===== src/design/console_config.svh =====
`ifndef CONSOLE_CONFIG_SVH
`define CONSOLE_CONFIG_SVH

// Datapath widths
`define CON_DATA_W      8
`define CON_NUM_W       32
`define CON_CNT_W       16
`define CON_DIGITS      5

// Prompt lengths in characters
`define CON_LEN_ADDR    14
`define CON_LEN_LEN     13
`define CON_LEN_LEFT    5

// ASCII codes
`define CON_ASCII_CR    8'h0D
`define CON_ASCII_LF    8'h0A
`define CON_ASCII_ZERO  8'h30

`endif


===== src/design/console_pkg.sv =====
`include "console_config.svh"

package console_pkg;

  // Commands from the host-side controller
  typedef enum logic [3:0]
  {
    OP_ASK_ADDR = 4'h1,
    OP_ASK_LEN  = 4'h2,
    OP_NEW_LINE = 4'h3,
    OP_READ_HEX = 4'h4,
    OP_BUFFER   = 4'h5,
    OP_REPORT   = 4'h6
  } opcode_e;

  typedef enum logic [2:0]
  {
    MSG_ADDR,
    MSG_LEN,
    MSG_CRLF,
    MSG_LEFT,
    MSG_ECHO,
    MSG_DIGITS
  } msg_id_e;

  typedef enum logic [2:0]
  {
    S_IDLE,
    S_MSG_START,
    S_MSG_WAIT,
    S_HEX_RX,
    S_BUF,
    S_BCD_START,
    S_BCD_WAIT,
    S_DONE
  } seq_state_e;

  // Transmit loop of the message sender
  typedef enum logic [1:0]
  {
    TX_IDLE,
    TX_SEND,
    TX_WAIT,
    TX_NEXT
  } snd_state_e;

  typedef struct packed
  {
    opcode_e               op;
    logic [`CON_CNT_W-1:0] count;
  } cmd_t;

  typedef struct packed
  {
    logic                   dv;
    logic [`CON_DATA_W-1:0] data;
  } uart_rx_t;

  typedef struct packed
  {
    logic                   start;
    msg_id_e                id;
    logic [`CON_DATA_W-1:0] echo;   // Only for MSG_ECHO
  } msg_req_t;

endpackage


===== src/design/msg_rom.sv =====
`timescale 1ns/1ns

`include "console_config.svh"

module msg_rom
(
  input  console_pkg::msg_id_e      i_id,
  input  logic [4:0]                i_index,
  output logic [`CON_DATA_W-1:0]    o_char,
  output logic                      o_last
);

  localparam logic [`CON_DATA_W*`CON_LEN_ADDR-1:0] txt_addr = "Address (hex):";
  localparam logic [`CON_DATA_W*`CON_LEN_LEN-1:0]  txt_len  = "Length (hex):";
  localparam logic [`CON_DATA_W*`CON_LEN_LEFT-1:0] txt_left = "Left:";
  localparam logic [2*`CON_DATA_W-1:0]             txt_crlf = {`CON_ASCII_CR, `CON_ASCII_LF};

  logic [7:0]                                ofs;
  logic [`CON_DATA_W*`CON_LEN_ADDR-1:0]      addr_shl;
  logic [`CON_DATA_W*`CON_LEN_LEN-1:0]       len_shl;
  logic [`CON_DATA_W*`CON_LEN_LEFT-1:0]      left_shl;
  logic [2*`CON_DATA_W-1:0]                  crlf_shl;

  assign ofs = {i_index, 3'b000};

  // First character sits in the top byte of each string
  always_comb
  begin
    addr_shl = txt_addr << ofs;
    len_shl  = txt_len << ofs;
    left_shl = txt_left << ofs;
    crlf_shl = txt_crlf << ofs;
    case (i_id)
      console_pkg::MSG_ADDR:
      begin
        o_char = addr_shl[`CON_DATA_W*`CON_LEN_ADDR-1 -: `CON_DATA_W];
        o_last = (i_index == 5'(`CON_LEN_ADDR - 1));
      end
      console_pkg::MSG_LEN:
      begin
        o_char = len_shl[`CON_DATA_W*`CON_LEN_LEN-1 -: `CON_DATA_W];
        o_last = (i_index == 5'(`CON_LEN_LEN - 1));
      end
      console_pkg::MSG_LEFT:
      begin
        o_char = left_shl[`CON_DATA_W*`CON_LEN_LEFT-1 -: `CON_DATA_W];
        o_last = (i_index == 5'(`CON_LEN_LEFT - 1));
      end
      console_pkg::MSG_CRLF:
      begin
        o_char = crlf_shl[2*`CON_DATA_W-1 -: `CON_DATA_W];
        o_last = (i_index == 5'd1);
      end
      default:
      begin
        o_char = '0;   // Echo and digits are built in the sender
        o_last = 1'b0;
      end
    endcase
  end

endmodule


===== src/design/msg_sender.sv =====
`timescale 1ns/1ns

`include "console_config.svh"

module msg_sender
(
  input  logic                      clk,
  input  logic                      rst,
  input  console_pkg::msg_req_t     i_msg,
  output logic                      o_msg_done,
  input  logic [4*`CON_DIGITS-1:0]  i_digits,
  output logic                      o_tx_dv,
  output logic [`CON_DATA_W-1:0]    o_tx_byte,
  input  logic                      i_tx_done
);

  console_pkg::snd_state_e    state;
  console_pkg::msg_id_e       id_q;
  logic [`CON_DATA_W-1:0]     echo_q;
  logic [4:0]                 idx_q;
  logic [4:0]                 len_q;
  logic [`CON_DATA_W-1:0]     rom_char;
  logic                       rom_last;
  logic [4*`CON_DIGITS-1:0]   digits_shl;
  logic                       from_rom;
  logic                       last_byte;

  msg_rom u_msg_rom
  (
    .i_id    (id_q),
    .i_index (idx_q),
    .o_char  (rom_char),
    .o_last  (rom_last)
  );

  assign from_rom   = (id_q != console_pkg::MSG_ECHO) && (id_q != console_pkg::MSG_DIGITS);
  assign last_byte  = from_rom ? rom_last : (idx_q == len_q - 5'd1);
  assign digits_shl = i_digits << {idx_q, 2'b00};  // Current digit lands on top

  always_comb
  begin
    case (id_q)
      console_pkg::MSG_ECHO:
        o_tx_byte = echo_q;
      console_pkg::MSG_DIGITS:
        o_tx_byte = `CON_ASCII_ZERO + {4'h0, digits_shl[4*`CON_DIGITS-1 -: 4]};
      default:
        o_tx_byte = rom_char;
    endcase
  end

  //////////////////////////////////////////////////////////////////////
  // Byte loop: present, wait for done, advance
  //////////////////////////////////////////////////////////////////////

  always_ff @(posedge clk)
  begin
    if (rst)
      state <= console_pkg::TX_IDLE;
    else
    begin
      case (state)
        console_pkg::TX_IDLE:
        begin
          if (i_msg.start)
          begin
            id_q   <= i_msg.id;
            echo_q <= i_msg.echo;
            idx_q  <= '0;
            if (i_msg.id == console_pkg::MSG_DIGITS)
              len_q <= 5'(`CON_DIGITS);
            else
              len_q <= 5'd1;
            state  <= console_pkg::TX_SEND;
          end
        end
        console_pkg::TX_SEND:
          state <= console_pkg::TX_WAIT;
        console_pkg::TX_WAIT:
        begin
          if (i_tx_done)
            state <= last_byte ? console_pkg::TX_IDLE : console_pkg::TX_NEXT;
        end
        console_pkg::TX_NEXT:
        begin
          idx_q <= idx_q + 5'd1;
          state <= console_pkg::TX_SEND;
        end
        default:
          state <= console_pkg::TX_IDLE;
      endcase
    end
  end

  assign o_tx_dv    = (state == console_pkg::TX_SEND);
  assign o_msg_done = (state == console_pkg::TX_WAIT) && i_tx_done && last_byte;

endmodule


===== src/design/bcd_digit_cell.sv =====
`timescale 1ns/1ns

module bcd_digit_cell
(
  input  logic        clk,
  input  logic        rst,
  input  logic        i_clear,
  input  logic        i_shift,
  input  logic        i_carry_in,
  output logic        o_carry_out,
  output logic [3:0]  o_digit
);

  logic [3:0] digit_q;
  logic [3:0] adj;

  // Add 3 ahead of the shift so the doubled value stays decimal
  assign adj = (digit_q > 4'd4) ? digit_q + 4'd3 : digit_q;

  always_ff @(posedge clk)
  begin
    if (rst)
      digit_q <= '0;
    else if (i_clear)
      digit_q <= '0;
    else if (i_shift)
      digit_q <= {adj[2:0], i_carry_in};
  end

  assign o_carry_out = adj[3];  // Top bit moves to the next digit
  assign o_digit     = digit_q;

endmodule


===== src/design/bcd_shift_ctrl.sv =====
`timescale 1ns/1ns

`include "console_config.svh"

module bcd_shift_ctrl
(
  input  logic                    clk,
  input  logic                    rst,
  input  logic                    i_start,
  input  logic [`CON_CNT_W-1:0]   i_value,
  output logic                    o_clear,
  output logic                    o_shift,
  output logic                    o_bit,
  output logic                    o_ready
);

  localparam int cnt_bits = $clog2(`CON_CNT_W);

  logic [`CON_CNT_W-1:0]  value_q;
  logic [cnt_bits-1:0]    shift_cnt;
  logic                   busy_q;
  logic                   ready_q;

  //////////////////////////////////////////////////////////////////////
  // One load cycle then one shift per bit
  //////////////////////////////////////////////////////////////////////

  always_ff @(posedge clk)
  begin
    if (rst)
    begin
      busy_q    <= 1'b0;
      ready_q   <= 1'b0;
      shift_cnt <= '0;
    end
    else
    begin
      ready_q <= 1'b0;
      if (i_start)
      begin
        busy_q    <= 1'b1;
        shift_cnt <= '0;
      end
      else if (busy_q)
      begin
        shift_cnt <= shift_cnt + 1'b1;
        if (shift_cnt == cnt_bits'(`CON_CNT_W - 1))
        begin
          busy_q  <= 1'b0;
          ready_q <= 1'b1;  // Digits settle on this last shift
        end
      end
    end
  end

  always_ff @(posedge clk)
  begin
    if (i_start)
      value_q <= i_value;
    else if (busy_q)
      value_q <= value_q << 1;
  end

  assign o_clear = i_start;
  assign o_shift = busy_q;
  assign o_bit   = value_q[`CON_CNT_W-1];  // MSB first
  assign o_ready = ready_q;

endmodule


===== src/design/console_seq.sv =====
`timescale 1ns/1ns

`include "console_config.svh"

module console_seq
(
  input  logic                    clk,
  input  logic                    rst,
  input  console_pkg::cmd_t       i_cmd,
  input  logic                    i_cmd_valid,
  output logic                    o_done,
  output logic [`CON_NUM_W-1:0]   o_number,
  input  console_pkg::uart_rx_t   i_rx,
  output logic                    o_buf_wren,
  output console_pkg::msg_req_t   o_msg,
  input  logic                    i_msg_done,
  output logic                    o_bcd_start,
  output logic [`CON_CNT_W-1:0]   o_bcd_value,
  input  logic                    i_bcd_ready
);

  console_pkg::seq_state_e  state;
  console_pkg::opcode_e     op_q;
  console_pkg::msg_id_e     msg_id_q;
  logic [`CON_DATA_W-1:0]   echo_q;
  logic [`CON_CNT_W-1:0]    cnt_q;
  logic [`CON_NUM_W-1:0]    num_q;
  logic                     bcd_ready_q;
  logic                     hex_ok;
  logic [3:0]               hex_nib;

  // Hex digit decode, both cases map to the same nibble
  always_comb
  begin
    hex_ok  = 1'b1;
    hex_nib = i_rx.data[3:0];
    if ((i_rx.data >= "A" && i_rx.data <= "F") || (i_rx.data >= "a" && i_rx.data <= "f"))
      hex_nib = i_rx.data[3:0] + 4'd9;
    else if (!(i_rx.data >= "0" && i_rx.data <= "9"))
      hex_ok = 1'b0;
  end

  //////////////////////////////////////////////////////////////////////
  // Command FSM
  //////////////////////////////////////////////////////////////////////

  always_ff @(posedge clk)
  begin
    if (rst)
    begin
      state <= console_pkg::S_IDLE;
      num_q <= '0;
    end
    else
    begin
      case (state)
        console_pkg::S_IDLE:
        begin
          if (i_cmd_valid)
          begin
            op_q  <= i_cmd.op;
            cnt_q <= i_cmd.count;
            case (i_cmd.op)
              console_pkg::OP_ASK_ADDR:
              begin
                msg_id_q <= console_pkg::MSG_ADDR;
                state    <= console_pkg::S_MSG_START;
              end
              console_pkg::OP_ASK_LEN:
              begin
                msg_id_q <= console_pkg::MSG_LEN;
                state    <= console_pkg::S_MSG_START;
              end
              console_pkg::OP_NEW_LINE, console_pkg::OP_REPORT:
              begin
                msg_id_q <= console_pkg::MSG_CRLF;
                state    <= console_pkg::S_MSG_START;
              end
              console_pkg::OP_READ_HEX:
              begin
                num_q <= '0;
                state <= console_pkg::S_HEX_RX;
              end
              console_pkg::OP_BUFFER:
              begin
                if (i_cmd.count == '0)
                  state <= console_pkg::S_DONE;  // Nothing to receive
                else
                  state <= console_pkg::S_BUF;
              end
              default:
                state <= console_pkg::S_IDLE;
            endcase
          end
        end
        console_pkg::S_MSG_START:
          state <= console_pkg::S_MSG_WAIT;
        console_pkg::S_MSG_WAIT:
        begin
          if (i_msg_done)
          begin
            if (op_q == console_pkg::OP_READ_HEX)
              state <= console_pkg::S_HEX_RX;  // Echo sent, next key
            else if (op_q == console_pkg::OP_REPORT && msg_id_q == console_pkg::MSG_CRLF)
            begin
              msg_id_q <= console_pkg::MSG_LEFT;
              state    <= console_pkg::S_BCD_START;
            end
            else if (op_q == console_pkg::OP_REPORT && msg_id_q == console_pkg::MSG_LEFT)
              state <= console_pkg::S_BCD_WAIT;
            else
              state <= console_pkg::S_DONE;
          end
        end
        console_pkg::S_HEX_RX:
        begin
          if (i_rx.dv)
          begin
            if (hex_ok)
            begin
              num_q    <= {num_q[`CON_NUM_W-5:0], hex_nib};
              echo_q   <= i_rx.data;
              msg_id_q <= console_pkg::MSG_ECHO;
              state    <= console_pkg::S_MSG_START;
            end
            else if (i_rx.data == `CON_ASCII_CR)
              state <= console_pkg::S_DONE;
          end
        end
        console_pkg::S_BUF:
        begin
          if (i_rx.dv)
          begin
            cnt_q <= cnt_q - 1'b1;
            if (cnt_q == `CON_CNT_W'(1))
              state <= console_pkg::S_DONE;
          end
        end
        console_pkg::S_BCD_START:
          state <= console_pkg::S_MSG_START;  // "Left:" goes out during conversion
        console_pkg::S_BCD_WAIT:
        begin
          if (bcd_ready_q)
          begin
            msg_id_q <= console_pkg::MSG_DIGITS;
            state    <= console_pkg::S_MSG_START;
          end
        end
        default:
          state <= console_pkg::S_IDLE;
      endcase
    end
  end

  // Conversion may finish before the prompt does
  always_ff @(posedge clk)
  begin
    if (rst)
      bcd_ready_q <= 1'b0;
    else if (state == console_pkg::S_BCD_START)
      bcd_ready_q <= 1'b0;
    else if (i_bcd_ready)
      bcd_ready_q <= 1'b1;
  end

  assign o_done      = (state == console_pkg::S_DONE);
  assign o_buf_wren  = (state == console_pkg::S_BUF) && i_rx.dv;
  assign o_bcd_start = (state == console_pkg::S_BCD_START);
  assign o_bcd_value = cnt_q;
  assign o_number    = num_q;

  always_comb
  begin
    o_msg.start = (state == console_pkg::S_MSG_START);
    o_msg.id    = msg_id_q;
    o_msg.echo  = echo_q;
  end

endmodule


===== src/design/uart_console.sv =====
`timescale 1ns/1ns

`include "console_config.svh"

module uart_console
(
  input  logic                    clk,
  input  logic                    rst,
  input  console_pkg::cmd_t       i_cmd,
  input  logic                    i_cmd_valid,
  output logic                    o_done,
  output logic [`CON_NUM_W-1:0]   o_number,
  input  console_pkg::uart_rx_t   i_rx,
  output logic                    o_buf_wren,
  output logic                    o_tx_dv,
  output logic [`CON_DATA_W-1:0]  o_tx_byte,
  input  logic                    i_tx_done
);

  console_pkg::msg_req_t      msg_req;
  logic                       msg_done;
  logic                       bcd_start;
  logic                       bcd_ready;
  logic                       bcd_clear;
  logic                       bcd_shift;
  logic [`CON_CNT_W-1:0]      bcd_value;
  logic [`CON_DIGITS:0]       bcd_chain;   // Entry 0 is the serial bit
  logic [4*`CON_DIGITS-1:0]   digits;

  console_seq u_console_seq
  (
    .clk         (clk),
    .rst         (rst),
    .i_cmd       (i_cmd),
    .i_cmd_valid (i_cmd_valid),
    .o_done      (o_done),
    .o_number    (o_number),
    .i_rx        (i_rx),
    .o_buf_wren  (o_buf_wren),
    .o_msg       (msg_req),
    .i_msg_done  (msg_done),
    .o_bcd_start (bcd_start),
    .o_bcd_value (bcd_value),
    .i_bcd_ready (bcd_ready)
  );

  msg_sender u_msg_sender
  (
    .clk        (clk),
    .rst        (rst),
    .i_msg      (msg_req),
    .o_msg_done (msg_done),
    .i_digits   (digits),
    .o_tx_dv    (o_tx_dv),
    .o_tx_byte  (o_tx_byte),
    .i_tx_done  (i_tx_done)
  );

  bcd_shift_ctrl u_bcd_shift_ctrl
  (
    .clk     (clk),
    .rst     (rst),
    .i_start (bcd_start),
    .i_value (bcd_value),
    .o_clear (bcd_clear),
    .o_shift (bcd_shift),
    .o_bit   (bcd_chain[0]),
    .o_ready (bcd_ready)
  );

  //////////////////////////////////////////////////////////////////////
  // Decimal digit chain, cell 0 is the units digit
  //////////////////////////////////////////////////////////////////////

  for (genvar g = 0; g < `CON_DIGITS; g++)
  begin : g_digit
    bcd_digit_cell u_cell
    (
      .clk         (clk),
      .rst         (rst),
      .i_clear     (bcd_clear),
      .i_shift     (bcd_shift),
      .i_carry_in  (bcd_chain[g]),
      .o_carry_out (bcd_chain[g+1]),
      .o_digit     (digits[4*g +: 4])
    );
  end

endmodule


===== config.mk =====
export PLATFORM = sky130hd
export DESIGN_NAME = uart_console
export DESIGN_NICKNAME = d
export VERILOG_FILES = /design/src/design/console_pkg.sv /design/src/design/msg_rom.sv /design/src/design/msg_sender.sv /design/src/design/bcd_digit_cell.sv /design/src/design/bcd_shift_ctrl.sv /design/src/design/console_seq.sv /design/src/design/uart_console.sv
export VERILOG_INCLUDE_DIRS = /design/src /design/src/design
export SDC_FILE = /design/constraint.sdc
export NUM_CORES = 1
export LEC_CHECK = 0
export ABC_AREA = 1
export BUFFER_PORTS_ARGS = -buffer_cell sky130_fd_sc_hd__buf_2
export CORE_UTILIZATION = 49
export CTS_BUF_LIST = sky130_fd_sc_hd__clkbuf_16
export DETAILED_ROUTE_END_ITERATION = 6
export GPL_TIMING_DRIVEN = 1
export PLACE_DENSITY = 0.77
export SYNTH_ARGS = -nofsm -noshare
export SYNTH_HDL_FRONTEND = slang
export SYNTH_SLANG_ARGS = --single-unit

===== constraint.sdc =====
create_clock -name clk -period 4.1 [get_ports clk]
set_input_delay 1.23 -clock clk [delete_from_list [all_inputs] [get_ports clk]]
set_output_delay 1.23 -clock clk [all_outputs]
set_load 0.02 [all_outputs]

==> metrics <==
Synth Instances=866; fraction of layout cells with a size suffix above 1=16.2%; TritonRoute pass-1 iters=5; syn avg cell area=7.98 um^2; Antenna Diode Count=0; Yosys warnings=0; largest net degree at the start of global routing=35; Routed Antenna Nets=0; routed vias=6009; clock slew at reported path FFs=50 ps; Filler Cells Inserted=1224; row count=43; register area share after synthesis=46.4%; final setup vio count=0; global-route wire length before repair=25200 um; CTS sink cnt=128; CP Class=reg -> out; die height=121 um; Syn Std Cell Area=6910 um^2; # Max-Cap Violations=0; CP Max Fanout=13; Area Overhead vs Synth=15.9%; crit share post-route=93.7%; DR WL/cell=13.5 um; Inst Count DP=1098; actual slew at the worst max-slew pin=890 ps; simple-gate share of the synthesized area=21.0%; GR Overflow Total=0; most common cell after layout, fill and taps aside=nand2_1; clock tree buffer depth=2; unrepaired setup endpoints after global routing=no; vias per inst=5.32; DRT iter0 DRCs=671; Adder-Cell Fraction of Synth Area=4.89%; die width=121 um; total track usage=21.9%; VDD IR max=0.000426 V; full die area=14600 um^2; post-route worst setup slack=260 ps; status=complete, no violations; critical path required time=2870 ps; non-filler cells, final=1130; Clk Latency, worst-skew pair=420 ps; distinct cell type count after synthesis=44; mux cell area share after synthesis=0.489%; Max-slew headroom=40.6%; Tmin final=3840 ps; Setup TNS=0 ps; most frequent cells in the layout=181 x nand2_1, 102 x inv_1, 80 x nor2_1; hold slack=417 ps; gp weighted congestion=0.942; final hold viol count=0; fmax=260 MHz; Worst setup EP type=output port; number of global-route vias before repair=5368; # port buffers=75; P per Cell Area=501 nW/um^2; CP startpoint kind=register; Synth Area in Compound Gates=16.4%; Max Slew Vio Count=0; CTS tree=built; LEAKAGE=3.46 nW; depth of the most critical reg-to-reg path=10; Total Wirelength=15300 um; CP Data Arrival Time=2610 ps; Total Nets Final=997; largest family of logic cells by synthesized area=simple AND/OR/NAND/NOR gates; Hold Path Stages=0; Min-Delay Path Class=reg -> reg; postcts setup bufs=0; Final Skew=7.29 ps; syn nets=926; antenna violations before repair=0; I/O pin cnt=76; synthesized flop and latch total=128; Post-Synth XOR/XNOR Area=2.66%; H-tree depth=4; Setup WS pre-CTS=696 ps; # DRC=0; Root Buffer=clkbuf_16; Initial Utilization=50.0%; dpl hpwl=10700 um; TritonCTS buffer count=17; core area=13800 um^2
timing repair:
action,4_1_cts,5_1_grt
hold buffers,0,0
endpoints found under the setup margin,0,1
gates resized for setup,0,1
flip-flops by register name, indices dropped and copies added, names as in the netlist, 4 cells and up:
signal                      cells
u_console_seq.o_number         32
g_digit.u_cell.o_digit         20
u_bcd_shift_ctrl.value_q       16
u_console_seq.o_bcd_value      16
u_console_seq.echo_q            8
u_msg_sender.echo_q             8
u_msg_sender.idx_q              5
u_bcd_shift_ctrl.shift_cnt      4
u_console_seq.op_q              4
report_power, final:
group	total, mW	internal, mW	switching [mW]
logic	0.944	0.284	0.660
registers	1.63	1.52	0.110
clock network	1.44	0.878	0.559
cells in the mapped netlist, drive strengths merged:
cell	instances	area (um^2)
nand2	192	748
inv	110	413
nor2	81	307
o21ai	78	394
a21oi	76	422
dfxtp	64	1280
edfxtp	64	1920
nand3	41	215
ha	27	338
xor2	21	184
clkbuf	19	71.3
nor3	17	85.1
buf	12	72.6
o22ai	10	62.6
a31oi	8	50.1
nand4	8	50.1
a211oi	5	37.5
o221ai	5	43.8
o211ai	4	30.0
clkinv	3	11.3
mux2	3	33.8
a221oi	2	17.5
nand3b	2	15.0
nor4	2	12.5
o31ai	2	15.0
or2	2	12.5
a21o	1	7.51
a22o	1	8.76
a22oi	1	7.51
nor3b	1	7.51
o2111ai	1	8.76
o21bai	1	7.51
o311ai	1	8.76
o32ai	1	8.76
critical path, cell delays in order (launching register included):
cell and delay [ps]:
edfxtp_1 590, clkinvlp_4 340, ha_1 390, nand2_1 80, nand3_1 70, nand3_1 100, a21oi_1 70, a221oi_1 270
nand3_1 110, buf_2 180
kinds of logic after synthesis:
group | Yosys count
XOR/XNOR | 21
multiplexers | 3
AND/OR/NAND/NOR | 346
adder cells (fa/ha/maj) | 27
flip-flops | 128
buffers and inverters | 144
AO/OA/AOI/OAI | 197
layout make-up:
class	count	area [um^2]	share of cell area, %
Clock buffer	20	500	6.25
Tap cell	180	225	2.81
Inverter	113	428	5.34
Clock inverter	12	77.6	0.969
Sequential cell	128	3200	40.0
Timing Repair Buffer	83	435	5.44
Multi-Input combinational cell	594	3140	39.2
layer usage:
metal	up-vias	wire length, um	GRT usage [%]
li1	3046	-	-
met1	2732	7220	30.5
met2	199	6920	32.7
met3	32	868	5.57
met4	0	273	8.02
met5	-	0	0
final timing paths:
check / from / end / slack (ps)
setup / recovery: u_msg_sender.idx_q[1] / o_tx_byte[1] / 260
setup reg to reg: u_msg_sender.idx_q[0] / u_console_seq.msg_id_q[0] / 1680
hold / removal: u_console_seq.echo_q[5] / u_msg_sender.echo_q[5] / 420
hold reg to reg: u_console_seq.echo_q[5] / u_msg_sender.echo_q[5] / 420
per-stage QoR:
stage	instance area (um^2)	util, %	power [mW]
6_report	8010	57.9	4.01
5_1_grt	8010	57.9	4.24
4_1_cts	8000	57.9	4.02
3_5_place_dp	7430	53.7	2.57
3_3_place_gp	7430	53.7	2.57
2_1_floorplan	6910	-	2.34
No activity file was read; power rests on OpenSTA's default activity.
